==> config.mk <==
export PLATFORM = sky130hd
export DESIGN_NAME = xgpon_bridge_top
export DESIGN_NICKNAME = d
export VERILOG_FILES = /design/src/common/xgpon_bridge_pkg.sv /design/src/source/xgpon_bridge_top.sv /design/src/deframer/burst_deframer.sv /design/src/framer/burst_framer.sv /design/src/source/burst_config_regs.sv
export SDC_FILE = /design/constraint.sdc
export NUM_CORES = 1
export LEC_CHECK = 0
export BUFFER_PORTS_ARGS = -buffer_cell sky130_fd_sc_hd__buf_2
export CAP_MARGIN = 10
export CORE_MARGIN = 10
export CORE_UTILIZATION = 48
export DETAILED_ROUTE_END_ITERATION = 12
export PLACE_DENSITY = 0.65
export SYNTH_ARGS = -nofsm -noshare
export SYNTH_HDL_FRONTEND = slang
export SYNTH_SLANG_ARGS = --single-unit
==> constraint.sdc <==
create_clock -name axis_clk -period 5.8 [get_ports axis_clk]
set_clock_uncertainty 0.15 [all_clocks]
set_input_delay 0.87 -clock axis_clk [delete_from_list [all_inputs] [get_ports axis_clk]]
set_output_delay 0.87 -clock axis_clk [all_outputs]
set_load 0.02 [all_outputs]
==> src/common/xgpon_bridge_pkg.sv <==
package xgpon_bridge_pkg;

    ////////////////////
    // data types
    ////////////////////

    typedef logic [31:0] pon_word_t;     // one stream word, eth and pon side alike
    typedef logic [7:0]  pre_len_t;      // preamble duration in words
    typedef logic [1:0]  cfg_addr_t;     // config register address
    typedef logic [15:0] frame_cnt_t;    // good frames seen by the deframer

    ////////////////////
    // register map
    ////////////////////

    localparam cfg_addr_t CFG_ADDR_PRE_LEN   = 2'd0;  // preamble duration
    localparam cfg_addr_t CFG_ADDR_PRE_PAT   = 2'd1;  // preamble word
    localparam cfg_addr_t CFG_ADDR_TRAIL_PAT = 2'd2;  // frame trailer word
    // address 3 is not decoded

    // Preamble duration after reset, in words.
    localparam pre_len_t  DEFAULT_PRE_LEN   = 8'd8;
    // Preamble word after reset, the 0556 burst sync pattern in both halves.
    localparam pon_word_t DEFAULT_PRE_PAT   = 32'h0556_0556;
    // Trailer word after reset, chosen well away from the sync pattern.
    localparam pon_word_t DEFAULT_TRAIL_PAT = 32'h3C5A_A5C3;

    ////////////////////
    // fsm encodings
    ////////////////////

    typedef enum logic [1:0] {
        FR_IDLE,        // waiting for a frame start
        FR_PREAMBLE,    // sync words going out
        FR_PAYLOAD,     // buffered words going out
        FR_TRAILER      // trailer word next
    } framer_state_t;

    typedef enum logic {
        DF_HUNT,        // looking for preamble run
        DF_PAYLOAD      // locked, forwarding words
    } deframer_state_t;

endpackage
==> src/source/xgpon_bridge_top.sv <==
`timescale 1ns/1ps

module xgpon_bridge_top #(
    parameter int MAX_PRE_LEN    = 16,  // cap on preamble duration
    parameter int SYNC_THRESHOLD = 5    // sync words needed by deframer
) (
    input  logic                          axis_clk,
    input  logic                          rst_n,
    // config write port
    input  logic                          cfg_wr,
    input  xgpon_bridge_pkg::cfg_addr_t   cfg_addr,
    input  xgpon_bridge_pkg::pon_word_t   cfg_wdata,
    // ethernet in, pon burst out
    input  xgpon_bridge_pkg::pon_word_t   eth_rx_data,
    input  logic                          eth_rx_valid,
    input  logic                          eth_rx_last,
    output xgpon_bridge_pkg::pon_word_t   pon_tx_data,
    output logic                          pon_tx_valid,
    // pon burst in, ethernet out
    input  xgpon_bridge_pkg::pon_word_t   pon_rx_data,
    input  logic                          pon_rx_valid,
    output xgpon_bridge_pkg::pon_word_t   eth_tx_data,
    output logic                          eth_tx_valid,
    output logic                          eth_tx_last,
    output logic                          burst_error,
    output xgpon_bridge_pkg::frame_cnt_t  frame_count
);

    xgpon_bridge_pkg::pre_len_t  pre_len;     // shared by framer only
    xgpon_bridge_pkg::pon_word_t pre_pat;     // framer and deframer
    xgpon_bridge_pkg::pon_word_t trail_pat;   // framer and deframer

    ////////////////////
    // config registers
    ////////////////////

    burst_config_regs #(
        .MAX_PRE_LEN (MAX_PRE_LEN)
    ) burst_config_regs_inst (
        .axis_clk  (axis_clk),
        .rst_n     (rst_n),
        .cfg_wr    (cfg_wr),
        .cfg_addr  (cfg_addr),
        .cfg_wdata (cfg_wdata),
        .pre_len   (pre_len),
        .pre_pat   (pre_pat),
        .trail_pat (trail_pat)
    );

    ////////////////////
    // eth -> pon
    ////////////////////

    burst_framer #(
        .MAX_PRE_LEN (MAX_PRE_LEN)
    ) burst_framer_inst (
        .axis_clk     (axis_clk),
        .rst_n        (rst_n),
        .eth_rx_data  (eth_rx_data),
        .eth_rx_valid (eth_rx_valid),
        .eth_rx_last  (eth_rx_last),
        .pre_len      (pre_len),
        .pre_pat      (pre_pat),
        .trail_pat    (trail_pat),
        .pon_tx_data  (pon_tx_data),
        .pon_tx_valid (pon_tx_valid)
    );

    ////////////////////
    // pon -> eth
    ////////////////////

    burst_deframer #(
        .SYNC_THRESHOLD (SYNC_THRESHOLD)
    ) burst_deframer_inst (
        .axis_clk     (axis_clk),
        .rst_n        (rst_n),
        .pon_rx_data  (pon_rx_data),
        .pon_rx_valid (pon_rx_valid),
        .pre_pat      (pre_pat),
        .trail_pat    (trail_pat),
        .eth_tx_data  (eth_tx_data),
        .eth_tx_valid (eth_tx_valid),
        .eth_tx_last  (eth_tx_last),
        .burst_error  (burst_error),
        .frame_count  (frame_count)
    );

endmodule

==> src/deframer/burst_deframer.sv <==
`timescale 1ns/1ps

module burst_deframer #(
    parameter int SYNC_THRESHOLD = 5
) (
    input  logic                          axis_clk,
    input  logic                          rst_n,
    input  xgpon_bridge_pkg::pon_word_t   pon_rx_data,
    input  logic                          pon_rx_valid,
    input  xgpon_bridge_pkg::pon_word_t   pre_pat,
    input  xgpon_bridge_pkg::pon_word_t   trail_pat,
    output xgpon_bridge_pkg::pon_word_t   eth_tx_data,
    output logic                          eth_tx_valid,
    output logic                          eth_tx_last,
    output logic                          burst_error,
    output xgpon_bridge_pkg::frame_cnt_t  frame_count
);

    localparam int               CNT_W    = $clog2(SYNC_THRESHOLD + 1);
    localparam logic [CNT_W-1:0] SYNC_MAX = CNT_W'(SYNC_THRESHOLD);

    xgpon_bridge_pkg::deframer_state_t state;
    xgpon_bridge_pkg::pon_word_t       hold_word;   // one word held back
    logic [CNT_W-1:0]                  sync_cnt;    // consecutive preamble words
    logic                              is_pre;
    logic                              is_trail;
    logic                              synced;

    assign is_pre   = pon_rx_valid && (pon_rx_data == pre_pat);
    assign is_trail = (pon_rx_data == trail_pat);
    assign synced   = (sync_cnt == SYNC_MAX);

    ////////////////////
    // data path
    ////////////////////

    // hold reg takes every valid word, only read while in payload
    always_ff @(posedge axis_clk) begin
        if (pon_rx_valid) begin
            hold_word <= pon_rx_data;
        end
    end

    // held word leaves when its successor arrives
    always_ff @(posedge axis_clk) begin
        if (state == xgpon_bridge_pkg::DF_PAYLOAD && pon_rx_valid) begin
            eth_tx_data <= hold_word;
        end
    end

    ////////////////////
    // hunt / payload fsm
    ////////////////////

    always_ff @(posedge axis_clk or negedge rst_n) begin
        if (!rst_n) begin
            state        <= xgpon_bridge_pkg::DF_HUNT;
            sync_cnt     <= '0;
            eth_tx_valid <= 1'b0;
            eth_tx_last  <= 1'b0;
            burst_error  <= 1'b0;
            frame_count  <= '0;
        end else begin
            eth_tx_valid <= 1'b0;   // strobes, one cycle each
            eth_tx_last  <= 1'b0;
            burst_error  <= 1'b0;
            case (state)
                xgpon_bridge_pkg::DF_HUNT: begin
                    if (is_pre) begin
                        if (!synced) begin
                            sync_cnt <= sync_cnt + 1'b1;   // saturates at threshold
                        end
                    end else begin
                        sync_cnt <= '0;                    // gap or other word breaks run
                        // first non-sync word after lock is payload word 0
                        if (synced && pon_rx_valid && !is_trail) begin
                            state <= xgpon_bridge_pkg::DF_PAYLOAD;
                        end
                    end
                end
                xgpon_bridge_pkg::DF_PAYLOAD: begin
                    if (!pon_rx_valid) begin
                        burst_error <= 1'b1;               // burst cut short, no last
                        state       <= xgpon_bridge_pkg::DF_HUNT;
                    end else begin
                        eth_tx_valid <= 1'b1;
                        if (is_trail) begin
                            eth_tx_last <= 1'b1;           // held word closes the frame
                            frame_count <= frame_count + 1'b1;
                            state       <= xgpon_bridge_pkg::DF_HUNT;
                        end
                    end
                end
                default: state <= xgpon_bridge_pkg::DF_HUNT;
            endcase
        end
    end

endmodule

==> src/framer/burst_framer.sv <==
`timescale 1ns/1ps

module burst_framer #(
    parameter int MAX_PRE_LEN = 16
) (
    input  logic                          axis_clk,
    input  logic                          rst_n,
    input  xgpon_bridge_pkg::pon_word_t   eth_rx_data,
    input  logic                          eth_rx_valid,
    input  logic                          eth_rx_last,
    input  xgpon_bridge_pkg::pre_len_t    pre_len,
    input  xgpon_bridge_pkg::pon_word_t   pre_pat,
    input  xgpon_bridge_pkg::pon_word_t   trail_pat,
    output xgpon_bridge_pkg::pon_word_t   pon_tx_data,
    output logic                          pon_tx_valid
);

    localparam int DEPTH = MAX_PRE_LEN + 2;   // covers pre_len words in flight plus slack
    localparam int PTR_W = $clog2(DEPTH);
    localparam int LEN_W = 16;                // frame length counters

    xgpon_bridge_pkg::pon_word_t     buf_mem [DEPTH];
    xgpon_bridge_pkg::framer_state_t state;
    xgpon_bridge_pkg::pre_len_t      pre_cnt;     // preamble words still to send
    logic [PTR_W-1:0]                wr_ptr;
    logic [PTR_W-1:0]                rd_ptr;
    logic [LEN_W-1:0]                in_cnt;      // words taken in this frame
    logic [LEN_W-1:0]                out_cnt;     // words sent in this frame
    logic [LEN_W-1:0]                frame_len;
    logic                            len_known;   // eth_rx_last seen for current frame
    logic                            frame_start;
    logic                            last_rd;

    // circular pointer step, depth is not a power of two
    function automatic logic [PTR_W-1:0] ptr_inc(input logic [PTR_W-1:0] p);
        return (p == PTR_W'(DEPTH - 1)) ? '0 : p + 1'b1;
    endfunction

    assign frame_start = (state == xgpon_bridge_pkg::FR_IDLE) && eth_rx_valid;
    assign last_rd     = len_known && (out_cnt == frame_len - 1'b1);

    ////////////////////
    // input side
    ////////////////////

    always_ff @(posedge axis_clk) begin
        if (eth_rx_valid) begin
            buf_mem[wr_ptr] <= eth_rx_data;
        end
    end

    always_ff @(posedge axis_clk or negedge rst_n) begin
        if (!rst_n) begin
            wr_ptr    <= '0;
            in_cnt    <= '0;
            frame_len <= '0;
            len_known <= 1'b0;
        end else if (eth_rx_valid) begin
            wr_ptr <= ptr_inc(wr_ptr);
            if (eth_rx_last) begin
                frame_len <= in_cnt + 1'b1;     // length noted on the last word
                in_cnt    <= '0;
                len_known <= 1'b1;
            end else begin
                in_cnt <= in_cnt + 1'b1;
                if (frame_start) begin
                    len_known <= 1'b0;          // forget previous frame
                end
            end
        end
    end

    ////////////////////
    // burst output fsm
    ////////////////////

    // output lags input by pre_len + 1 so payload drains with no gaps
    always_ff @(posedge axis_clk or negedge rst_n) begin
        if (!rst_n) begin
            state        <= xgpon_bridge_pkg::FR_IDLE;
            pon_tx_data  <= '0;
            pon_tx_valid <= 1'b0;
            pre_cnt      <= '0;
            rd_ptr       <= '0;
            out_cnt      <= '0;
        end else begin
            case (state)
                xgpon_bridge_pkg::FR_IDLE: begin
                    pon_tx_valid <= frame_start;
                    pon_tx_data  <= pre_pat;          // first preamble word
                    if (frame_start) begin
                        pre_cnt <= pre_len - 1'b1;
                        rd_ptr  <= wr_ptr;            // word 0 lands here this cycle
                        out_cnt <= '0;
                        state   <= (pre_len == 8'd1) ? xgpon_bridge_pkg::FR_PAYLOAD
                                                     : xgpon_bridge_pkg::FR_PREAMBLE;
                    end
                end
                xgpon_bridge_pkg::FR_PREAMBLE: begin
                    pon_tx_data <= pre_pat;
                    pre_cnt     <= pre_cnt - 1'b1;
                    if (pre_cnt == 8'd1) begin
                        state <= xgpon_bridge_pkg::FR_PAYLOAD;
                    end
                end
                xgpon_bridge_pkg::FR_PAYLOAD: begin
                    pon_tx_data <= buf_mem[rd_ptr];
                    rd_ptr      <= ptr_inc(rd_ptr);
                    out_cnt     <= out_cnt + 1'b1;
                    if (last_rd) begin
                        state <= xgpon_bridge_pkg::FR_TRAILER;
                    end
                end
                xgpon_bridge_pkg::FR_TRAILER: begin
                    pon_tx_data <= trail_pat;         // valid drops next cycle in idle
                    state       <= xgpon_bridge_pkg::FR_IDLE;
                end
                default: state <= xgpon_bridge_pkg::FR_IDLE;
            endcase
        end
    end

endmodule

==> src/source/burst_config_regs.sv <==
`timescale 1ns/1ps

module burst_config_regs #(
    parameter int MAX_PRE_LEN = 16
) (
    input  logic                          axis_clk,
    input  logic                          rst_n,
    input  logic                          cfg_wr,
    input  xgpon_bridge_pkg::cfg_addr_t   cfg_addr,
    input  xgpon_bridge_pkg::pon_word_t   cfg_wdata,
    output xgpon_bridge_pkg::pre_len_t    pre_len,
    output xgpon_bridge_pkg::pon_word_t   pre_pat,
    output xgpon_bridge_pkg::pon_word_t   trail_pat
);

    xgpon_bridge_pkg::pre_len_t len_clamped;   // write data forced into 1..MAX_PRE_LEN

    // whole 32 bit value compared, so big writes clamp instead of wrapping
    always_comb begin
        if (cfg_wdata > xgpon_bridge_pkg::pon_word_t'(MAX_PRE_LEN)) begin
            len_clamped = xgpon_bridge_pkg::pre_len_t'(MAX_PRE_LEN);
        end else if (cfg_wdata == '0) begin
            len_clamped = 8'd1;                 // zero length preamble not allowed
        end else begin
            len_clamped = xgpon_bridge_pkg::pre_len_t'(cfg_wdata);
        end
    end

    always_ff @(posedge axis_clk or negedge rst_n) begin
        if (!rst_n) begin
            pre_len   <= xgpon_bridge_pkg::DEFAULT_PRE_LEN;
            pre_pat   <= xgpon_bridge_pkg::DEFAULT_PRE_PAT;
            trail_pat <= xgpon_bridge_pkg::DEFAULT_TRAIL_PAT;
        end else if (cfg_wr) begin
            case (cfg_addr)
                xgpon_bridge_pkg::CFG_ADDR_PRE_LEN:   pre_len   <= len_clamped;
                xgpon_bridge_pkg::CFG_ADDR_PRE_PAT:   pre_pat   <= cfg_wdata;
                xgpon_bridge_pkg::CFG_ADDR_TRAIL_PAT: trail_pat <= cfg_wdata;
                default: ;                      // addr 3, write dropped
            endcase
        end
    end

endmodule

### After elaboration in Yosys (flattened, before gate mapping)

Memory sizes are Yosys's and may differ from the RTL's.
Index checks and enable logic that the tools add are counted.

| storage, ports and cells | value |
|---|---|
| word-level logic and storage cells | 109 |
| flip-flop bits (word level) | 261 |
| memories | 1 |
| input port bits | 104 |
| memory bits (writable) | 576 |

Memory list:

| name | depth | width | rd ports | clocked after memory_dff | wr ports | line | source |
|---|---|---|---|---|---|---|---|
| burst_framer_inst.buf_mem | 18 | 32 | 1 | 0 | 1 | burst_framer.sv:22 | `xgpon_bridge_pkg::pon_word_t buf_mem [DEPTH];` |

| cells by class | value |
|---|---|
| reduce and logical (&&, ||, !) cells | 24 |
| equal/unequal tests | 17 |
| magnitude comparators | 1 |
| add/sub/neg operators | 9 |
| mux-type cells | 35 |
| bitwise logic cells | 1 |

Operators with widths:

| cell | number |
|---|---|
| 32-bit case mux with 3 select lines | 1 |
| 32-bit == test | 2 |
| 16-bit by 1-bit adder with 16-bit output (second input constant) | 3 |
| 32-bit by 5-bit greater-than comparator with 1-bit output (second input constant) | 1 |
| 32-bit zero test | 1 |
| 16-bit 2-to-1 mux | 2 |
| 16-bit case mux with 2 select lines | 1 |
| 8-bit 2-to-1 mux | 3 |
| 16-bit == test | 1 |
| 8-bit by 1-bit == test with 1-bit output (second input constant) | 2 |
| 8-bit case mux with 2 select lines | 1 |
| 2-bit AND reduction | 8 |
| 16-bit by 1-bit subtractor with 16-bit output (second input constant) | 1 |
| 8-bit by 1-bit subtractor with 8-bit output (second input constant) | 2 |
| 1-bit 2-to-1 mux | 15 |
| 5-bit 2-to-1 mux | 3 |
| 5-bit by 1-bit adder with 5-bit output (second input constant) | 2 |
| 5-bit == test (second input constant) | 2 |
| 5-bit case mux with 2 select lines | 1 |
| 2-bit 2-to-1 mux | 4 |
| 2-bit case mux with 4 select lines | 1 |
| 2-bit == test (second input constant) | 3 |
| 1-bit logical AND | 6 |
| 3-bit 2-to-1 mux | 2 |
| other kinds (12) | 19 |

### Logic depth before layout (Yosys ltp)

| depth | value |
|---|---|
| word-level depth | 6 |
| depth in mapped cells | 11 |
| gate-level depth less buffers | 10 |

### Modules after synthesis

Synthesis repeated with hierarchy kept, for this count alone.

| unflattened totals | value |
|---|---|
| cell total of the unflattened synthesis | 2035 |
| area, all modules | 34295.4 sq um |

Modules (own cells, without submodules):

| module | cells each | area each (sq um) | times used | seq. area each (sq um) |
|---|---|---|---|---|
| burst_framer | 1613 | 27692.8 | 1 | 19849.0 |
| burst_deframer | 253 | 3788.6 | 1 | 2497.4 |
| burst_config_regs | 169 | 2813.9 | 1 | 1838.0 |

### Worst setup path before layout

Ideal clock, no wire load.

| timing | value |
|---|---|
| path type | input to register |
| start point | in eth_rx_valid |
| end point | mem burst_framer_inst.buf_mem[3][0] (netlist bit) (enable) |
| stages | 5 |
| data required time | 5.189 ns |
| arrival time | 3.726 ns |
| slack | 1.463 ns |
| cells stage by stage | clkbuf_1 -> inv_1 -> nor2_1 -> nand2_1 -> nor3_1 |

| between the ends | value |
|---|---|
| word-level cells in the longest chain between the ends | 2 |

Ends and longest elaborated chain:

| element | line | source |
|---|---|---|
| from (decl) | xgpon_bridge_top.sv:15 | `input logic eth_rx_valid,` |
| 1-bit 2-to-1 mux | burst_framer.sv:47 | `if (eth_rx_valid) begin` |
| 1-bit 2-to-1 mux (not written as such) | burst_framer.sv:48 | `buf_mem[wr_ptr] <= eth_rx_data;` |
| to (decl) | burst_framer.sv:22 |  |

Every way passes these cells.

### Final worst setup path

| timing | value |
|---|---|
| start point | reg burst_framer_inst.rd_ptr[0] |
| end point | reg burst_framer_inst.pon_tx_data[11] |

| between the ends | value |
|---|---|
| word-level cells in the longest chain between the ends | 2 |

Ends and longest elaborated chain:

| element | line | source |
|---|---|---|
| from (decl) | burst_framer.sv:26 | `logic [PTR_W-1:0] rd_ptr;` |
| from (signal assigned) | burst_framer.sv:93 | `rd_ptr <= wr_ptr;` |
| from (signal assigned) | burst_framer.sv:108 | `rd_ptr <= ptr_inc(rd_ptr);` |
| memory 18 x 32 bit | - |  |
| 32-bit case mux with 3 select lines | burst_framer.sv:87 | `case (state)` |
| to (signal assigned) | burst_framer.sv:90 | `pon_tx_data <= pre_pat;` |
| to (signal assigned) | burst_framer.sv:100 | `pon_tx_data <= pre_pat;` |
| to (signal assigned) | burst_framer.sv:107 | `pon_tx_data <= buf_mem[rd_ptr];` |
| to (decl) | burst_framer.sv:14 | `output xgpon_bridge_pkg::pon_word_t pon_tx_data,` |

Every way passes these cells.
A chain may end at the register's enable or synchronous reset.

==> key figures <==
Floorplanning
  • Core area: 70,000 sq um
  • Site row count: 97
  • Die height: 286 um
  • I/O pin cnt: 188
  • Die extent in x: 286 um
  • Die area: 81,600 sq um
  • Initial cell density of the core: 0.484

Timing
  • Setup TNS Final: 0 ps
  • Final setup viols: 0
  • Final period util: 0.586
  • Worst-Margin Slew: 1090 ps
  • FMAX: 294 MHz
  • Slew HR: 0.269
  • Crit path time final: 3400 ps
  • Final Hold Violating Endpoints: 0
  • Setup repair after global routing missed its margin: false
  • Final slew viol count: 0

Setup path
  • Reg2reg start: burst_framer_inst.rd_ptr[0]
  • CP startpoint kind: flip-flop
  • Critical Path RT: 6140 ps
  • Setup crit end kind: flip-flop
  • Worst Path Arrival: 3740 ps
  • R2R Setup Slk: 2400 ps
  • Crit path max fanout: 35
  • Worst reg-to-reg path cell count: 7
  • Worst reg2reg endpoint: burst_framer_inst.pon_tx_data[11]
  • Crit Path Class: reg -> reg

Clock tree
  • TritonCTS clock tree: done
  • Clock Path Buffers: 3
  • Clock Tree Root: clkbuf_16
  • Worst-Skew Late Latency: 630 ps
  • TritonCTS Sinks: 837
  • Post-CTS setup buffers: 0
  • # resized after CTS: 0
  • Hold_buf cts: 0
  • CTS Buf Count: 85
  • CTS clk-pin slew, worst paths: 60 ps
  • CTS HTree Levels: 3

Synth
  • Synth area leader: edfxtp_1
  • Ys Warns: 0
  • Cell area after synthesis: 33,900 sq um
  • Synth cell types: 56
  • Synth top area cells: edfxtp_1, dfrtp_1, mux4_2
  • Sequential area share after synthesis: 0.714
  • Synth Area per Inst: 16.8 sq um
  • #FFs+latches synth: 837
  • Syn Nets: 2,135
  • EDFF count, synth: 640
  • Synth top area share: 0.567
  • Asr flop ratio synth: 0.235
  • Synth Instances: 2,011
  • Top FF cell, synth: edfxtp_1

Power and ir drop
  • Worst vdd ir: 0.000217 V
  • Pleak: 13.5 nW
  • Power Density: 355 nW/um^2

Global route
  • Antenna violations before repair: 2
  • Largest net degree at the start of global routing: 128
  • GRT Overall Usage: 0.190
  • Vias in the first global route: 19,000
  • Global route total overflow: 0
  • First-pass GRT wire length: 120,000 um

Detailed routing
  • Post-route ant nets: 0
  • Met3 WL: 5540 um
  • 1st-iter DRT viols: 1,896
  • Highest metal used: met5
  • DRT met1 WL: 34,800 um
  • Post-DR wirelength/cell: 24.4 um
  • Vias per cell: 5.79
  • Final wirelength: 78,300 um
  • First-pass DRT Iterations: 5
  • Via Count: 18,600
  • Wire length on met2: 36,000 um
  • # DRC: 0

Placement
  • DP HPWL: 51,400 um
  • Gpl congestion: 0.880
  • Input/output buffers: 187

Layout
  • Area growth from synthesis to layout: 14.2%
  • Final net count: 2,327
  • Fin util: 0.553
  • Share of layout cells above drive strength 1: 0.272

Hold path
  • Hold crit path type: in -> async

Status
  • Status: complete, no violations

Flow run
  • Max-cap violation count: 0
[layer usage]
metal | vias to the layer above | track usage
met3 | 118 | 0.0355
met2 | 651 | 0.290
met5 | - | 0
met4 | 4 | 0.0615
met1 | 9618 | 0.275
li1 | 8223 | -
[sequential cells by signal (all words and copies together) (netlist names), 8 cells and up]
signal,flops
burst_config_regs_inst.pre_len,8
burst_framer_inst.pre_cnt,8
burst_framer_inst.buf_mem,576
burst_framer_inst.pon_tx_data,32
burst_framer_inst.out_cnt,16
burst_framer_inst.in_cnt,16
burst_deframer_inst.eth_tx_data,32
burst_framer_inst.frame_len,16
burst_config_regs_inst.trail_pat,32
burst_config_regs_inst.pre_pat,32
burst_deframer_inst.frame_count,16
burst_deframer_inst.hold_word,32
[per-stage QoR]
| stage | hold slack (ps) | cells | area [sq um] | total power (W) | worst slack [ps] |
|---|---|---|---|---|---|
| after floorplan | 250 | 2011 | 33900 | 0.00790 | 1460 |
| after global placement | 251 | 3056 | 35900 | 0.00843 | 2240 |
| after CTS | 109 | 3213 | 38700 | 0.0138 | 2360 |
| final | 102 | 3215 | 38700 | 0.0137 | 2400 |
| after global routing | 145 | 3213 | 38700 | 0.0142 | 2090 |
| after detailed placement | 255 | 3056 | 35900 | 0.00848 | 2160 |
[worst max-delay path, cell delays in order, from the launching register on]
cell      delay [ps]
dfrtp_4          890
buf_12           340
mux4_2           520
nor2b_1          150
a211oi_1         650
a311oi_1         160
a21oi_1          220
o21ai_0          100
[cells in the mapped netlist, types with 6 or more instances]
| cell type | number |
|---|---|
| edfxtp_1 | 640 |
| mux2i_1 | 8 |
| nor3_1 | 20 |
| ha_1 | 20 |
| buf_2 | 13 |
| xor2_1 | 33 |
| o21ai_0 | 81 |
| nor2_1 | 75 |
| clkbuf_1 | 83 |
| xnor2_1 | 98 |
| and3_1 | 20 |
| o31ai_1 | 6 |
| nand2_1 | 110 |
| mux2_2 | 97 |
| and2_1 | 7 |
| buf_1 | 6 |
| dfrtp_1 | 168 |
| a22o_1 | 10 |
| nor4_1 | 12 |
| mux4_2 | 128 |
| nand3_1 | 26 |
| a211oi_1 | 33 |
| a22oi_1 | 32 |
| nor2b_1 | 37 |
| or3_1 | 6 |
| nand4_1 | 30 |
| inv_1 | 21 |
| dfstp_2 | 29 |
| a31oi_1 | 7 |
| a311oi_1 | 32 |
| nand2b_1 | 13 |
| a21oi_1 | 67 |
[logic make-up after synthesis]
kind of cell | after synthesis | share of synthesized area
flip-flops | 837 | 0.714
AND/OR/NAND/NOR | 378 | 0.0562
AO/OA/AOI/OAI | 287 | 0.0541
multiplexers | 234 | 0.120
XOR/XNOR | 131 | 0.0339
buffers and inverters | 124 | 0.0142
adder cells (fa/ha/maj) | 20 | 0.00739
[report_power, final]
part	total, W	internal [W]	leakage [nW]	switching [W]
Combinational	0.00112	0.000408	3.97	0.000711
Clock	0.00538	0.00309	1.34	0.00229
Sequential	0.00723	0.00698	8.23	0.000246
Total	0.0137	0.0105	13.5	0.00325
[how the worst max path moves through the flow]
stage / from / endpoint / slack, ps / cells past startpoint
4_1_cts: burst_framer_inst.rd_ptr[0] / burst_framer_inst.pon_tx_data[11] / 2360 / 7
3_3_place_gp: eth_rx_valid / burst_framer_inst.buf_mem[1][22] / 2240 / 4
5_1_grt: burst_framer_inst.rd_ptr[0] / burst_framer_inst.pon_tx_data[11] / 2090 / 7
6_report: burst_framer_inst.rd_ptr[0] / burst_framer_inst.pon_tx_data[11] / 2400 / 7
3_5_place_dp: eth_rx_valid / burst_framer_inst.buf_mem[0][14] / 2160 / 4
2_1_floorplan: eth_rx_valid / burst_framer_inst.buf_mem[3][0] / 1460 / 5
[cell type report]
class,instances,area [sq um]
multi-input combinational,1050,9320
antenna,2,5.00
clock buffer,105,2280
sequential,837,24200
tap,940,1180
fill,5419,31300
clock inverter,52,480
inverter,22,82.6
timing repair buffer,207,1140
[cells in the final DEF, fill, tap and decap left out, types with 67 or more instances in the layout]
| cell | Yosys | final |
|---|---|---|
| a21oi_1 | 67 | 67 |
| clkbuf_16 | 0 | 87 |
| o21ai_0 | 81 | 81 |
| xnor2_1 | 98 | 98 |
| mux4_2 | 128 | 128 |
| buf_2 | 13 | 186 |
| nand2_1 | 110 | 110 |
| edfxtp_1 | 640 | 640 |
| dfrtp_1 | 168 | 163 |
| mux2_2 | 97 | 97 |
No activity file was read; power rests on OpenSTA's default activity.
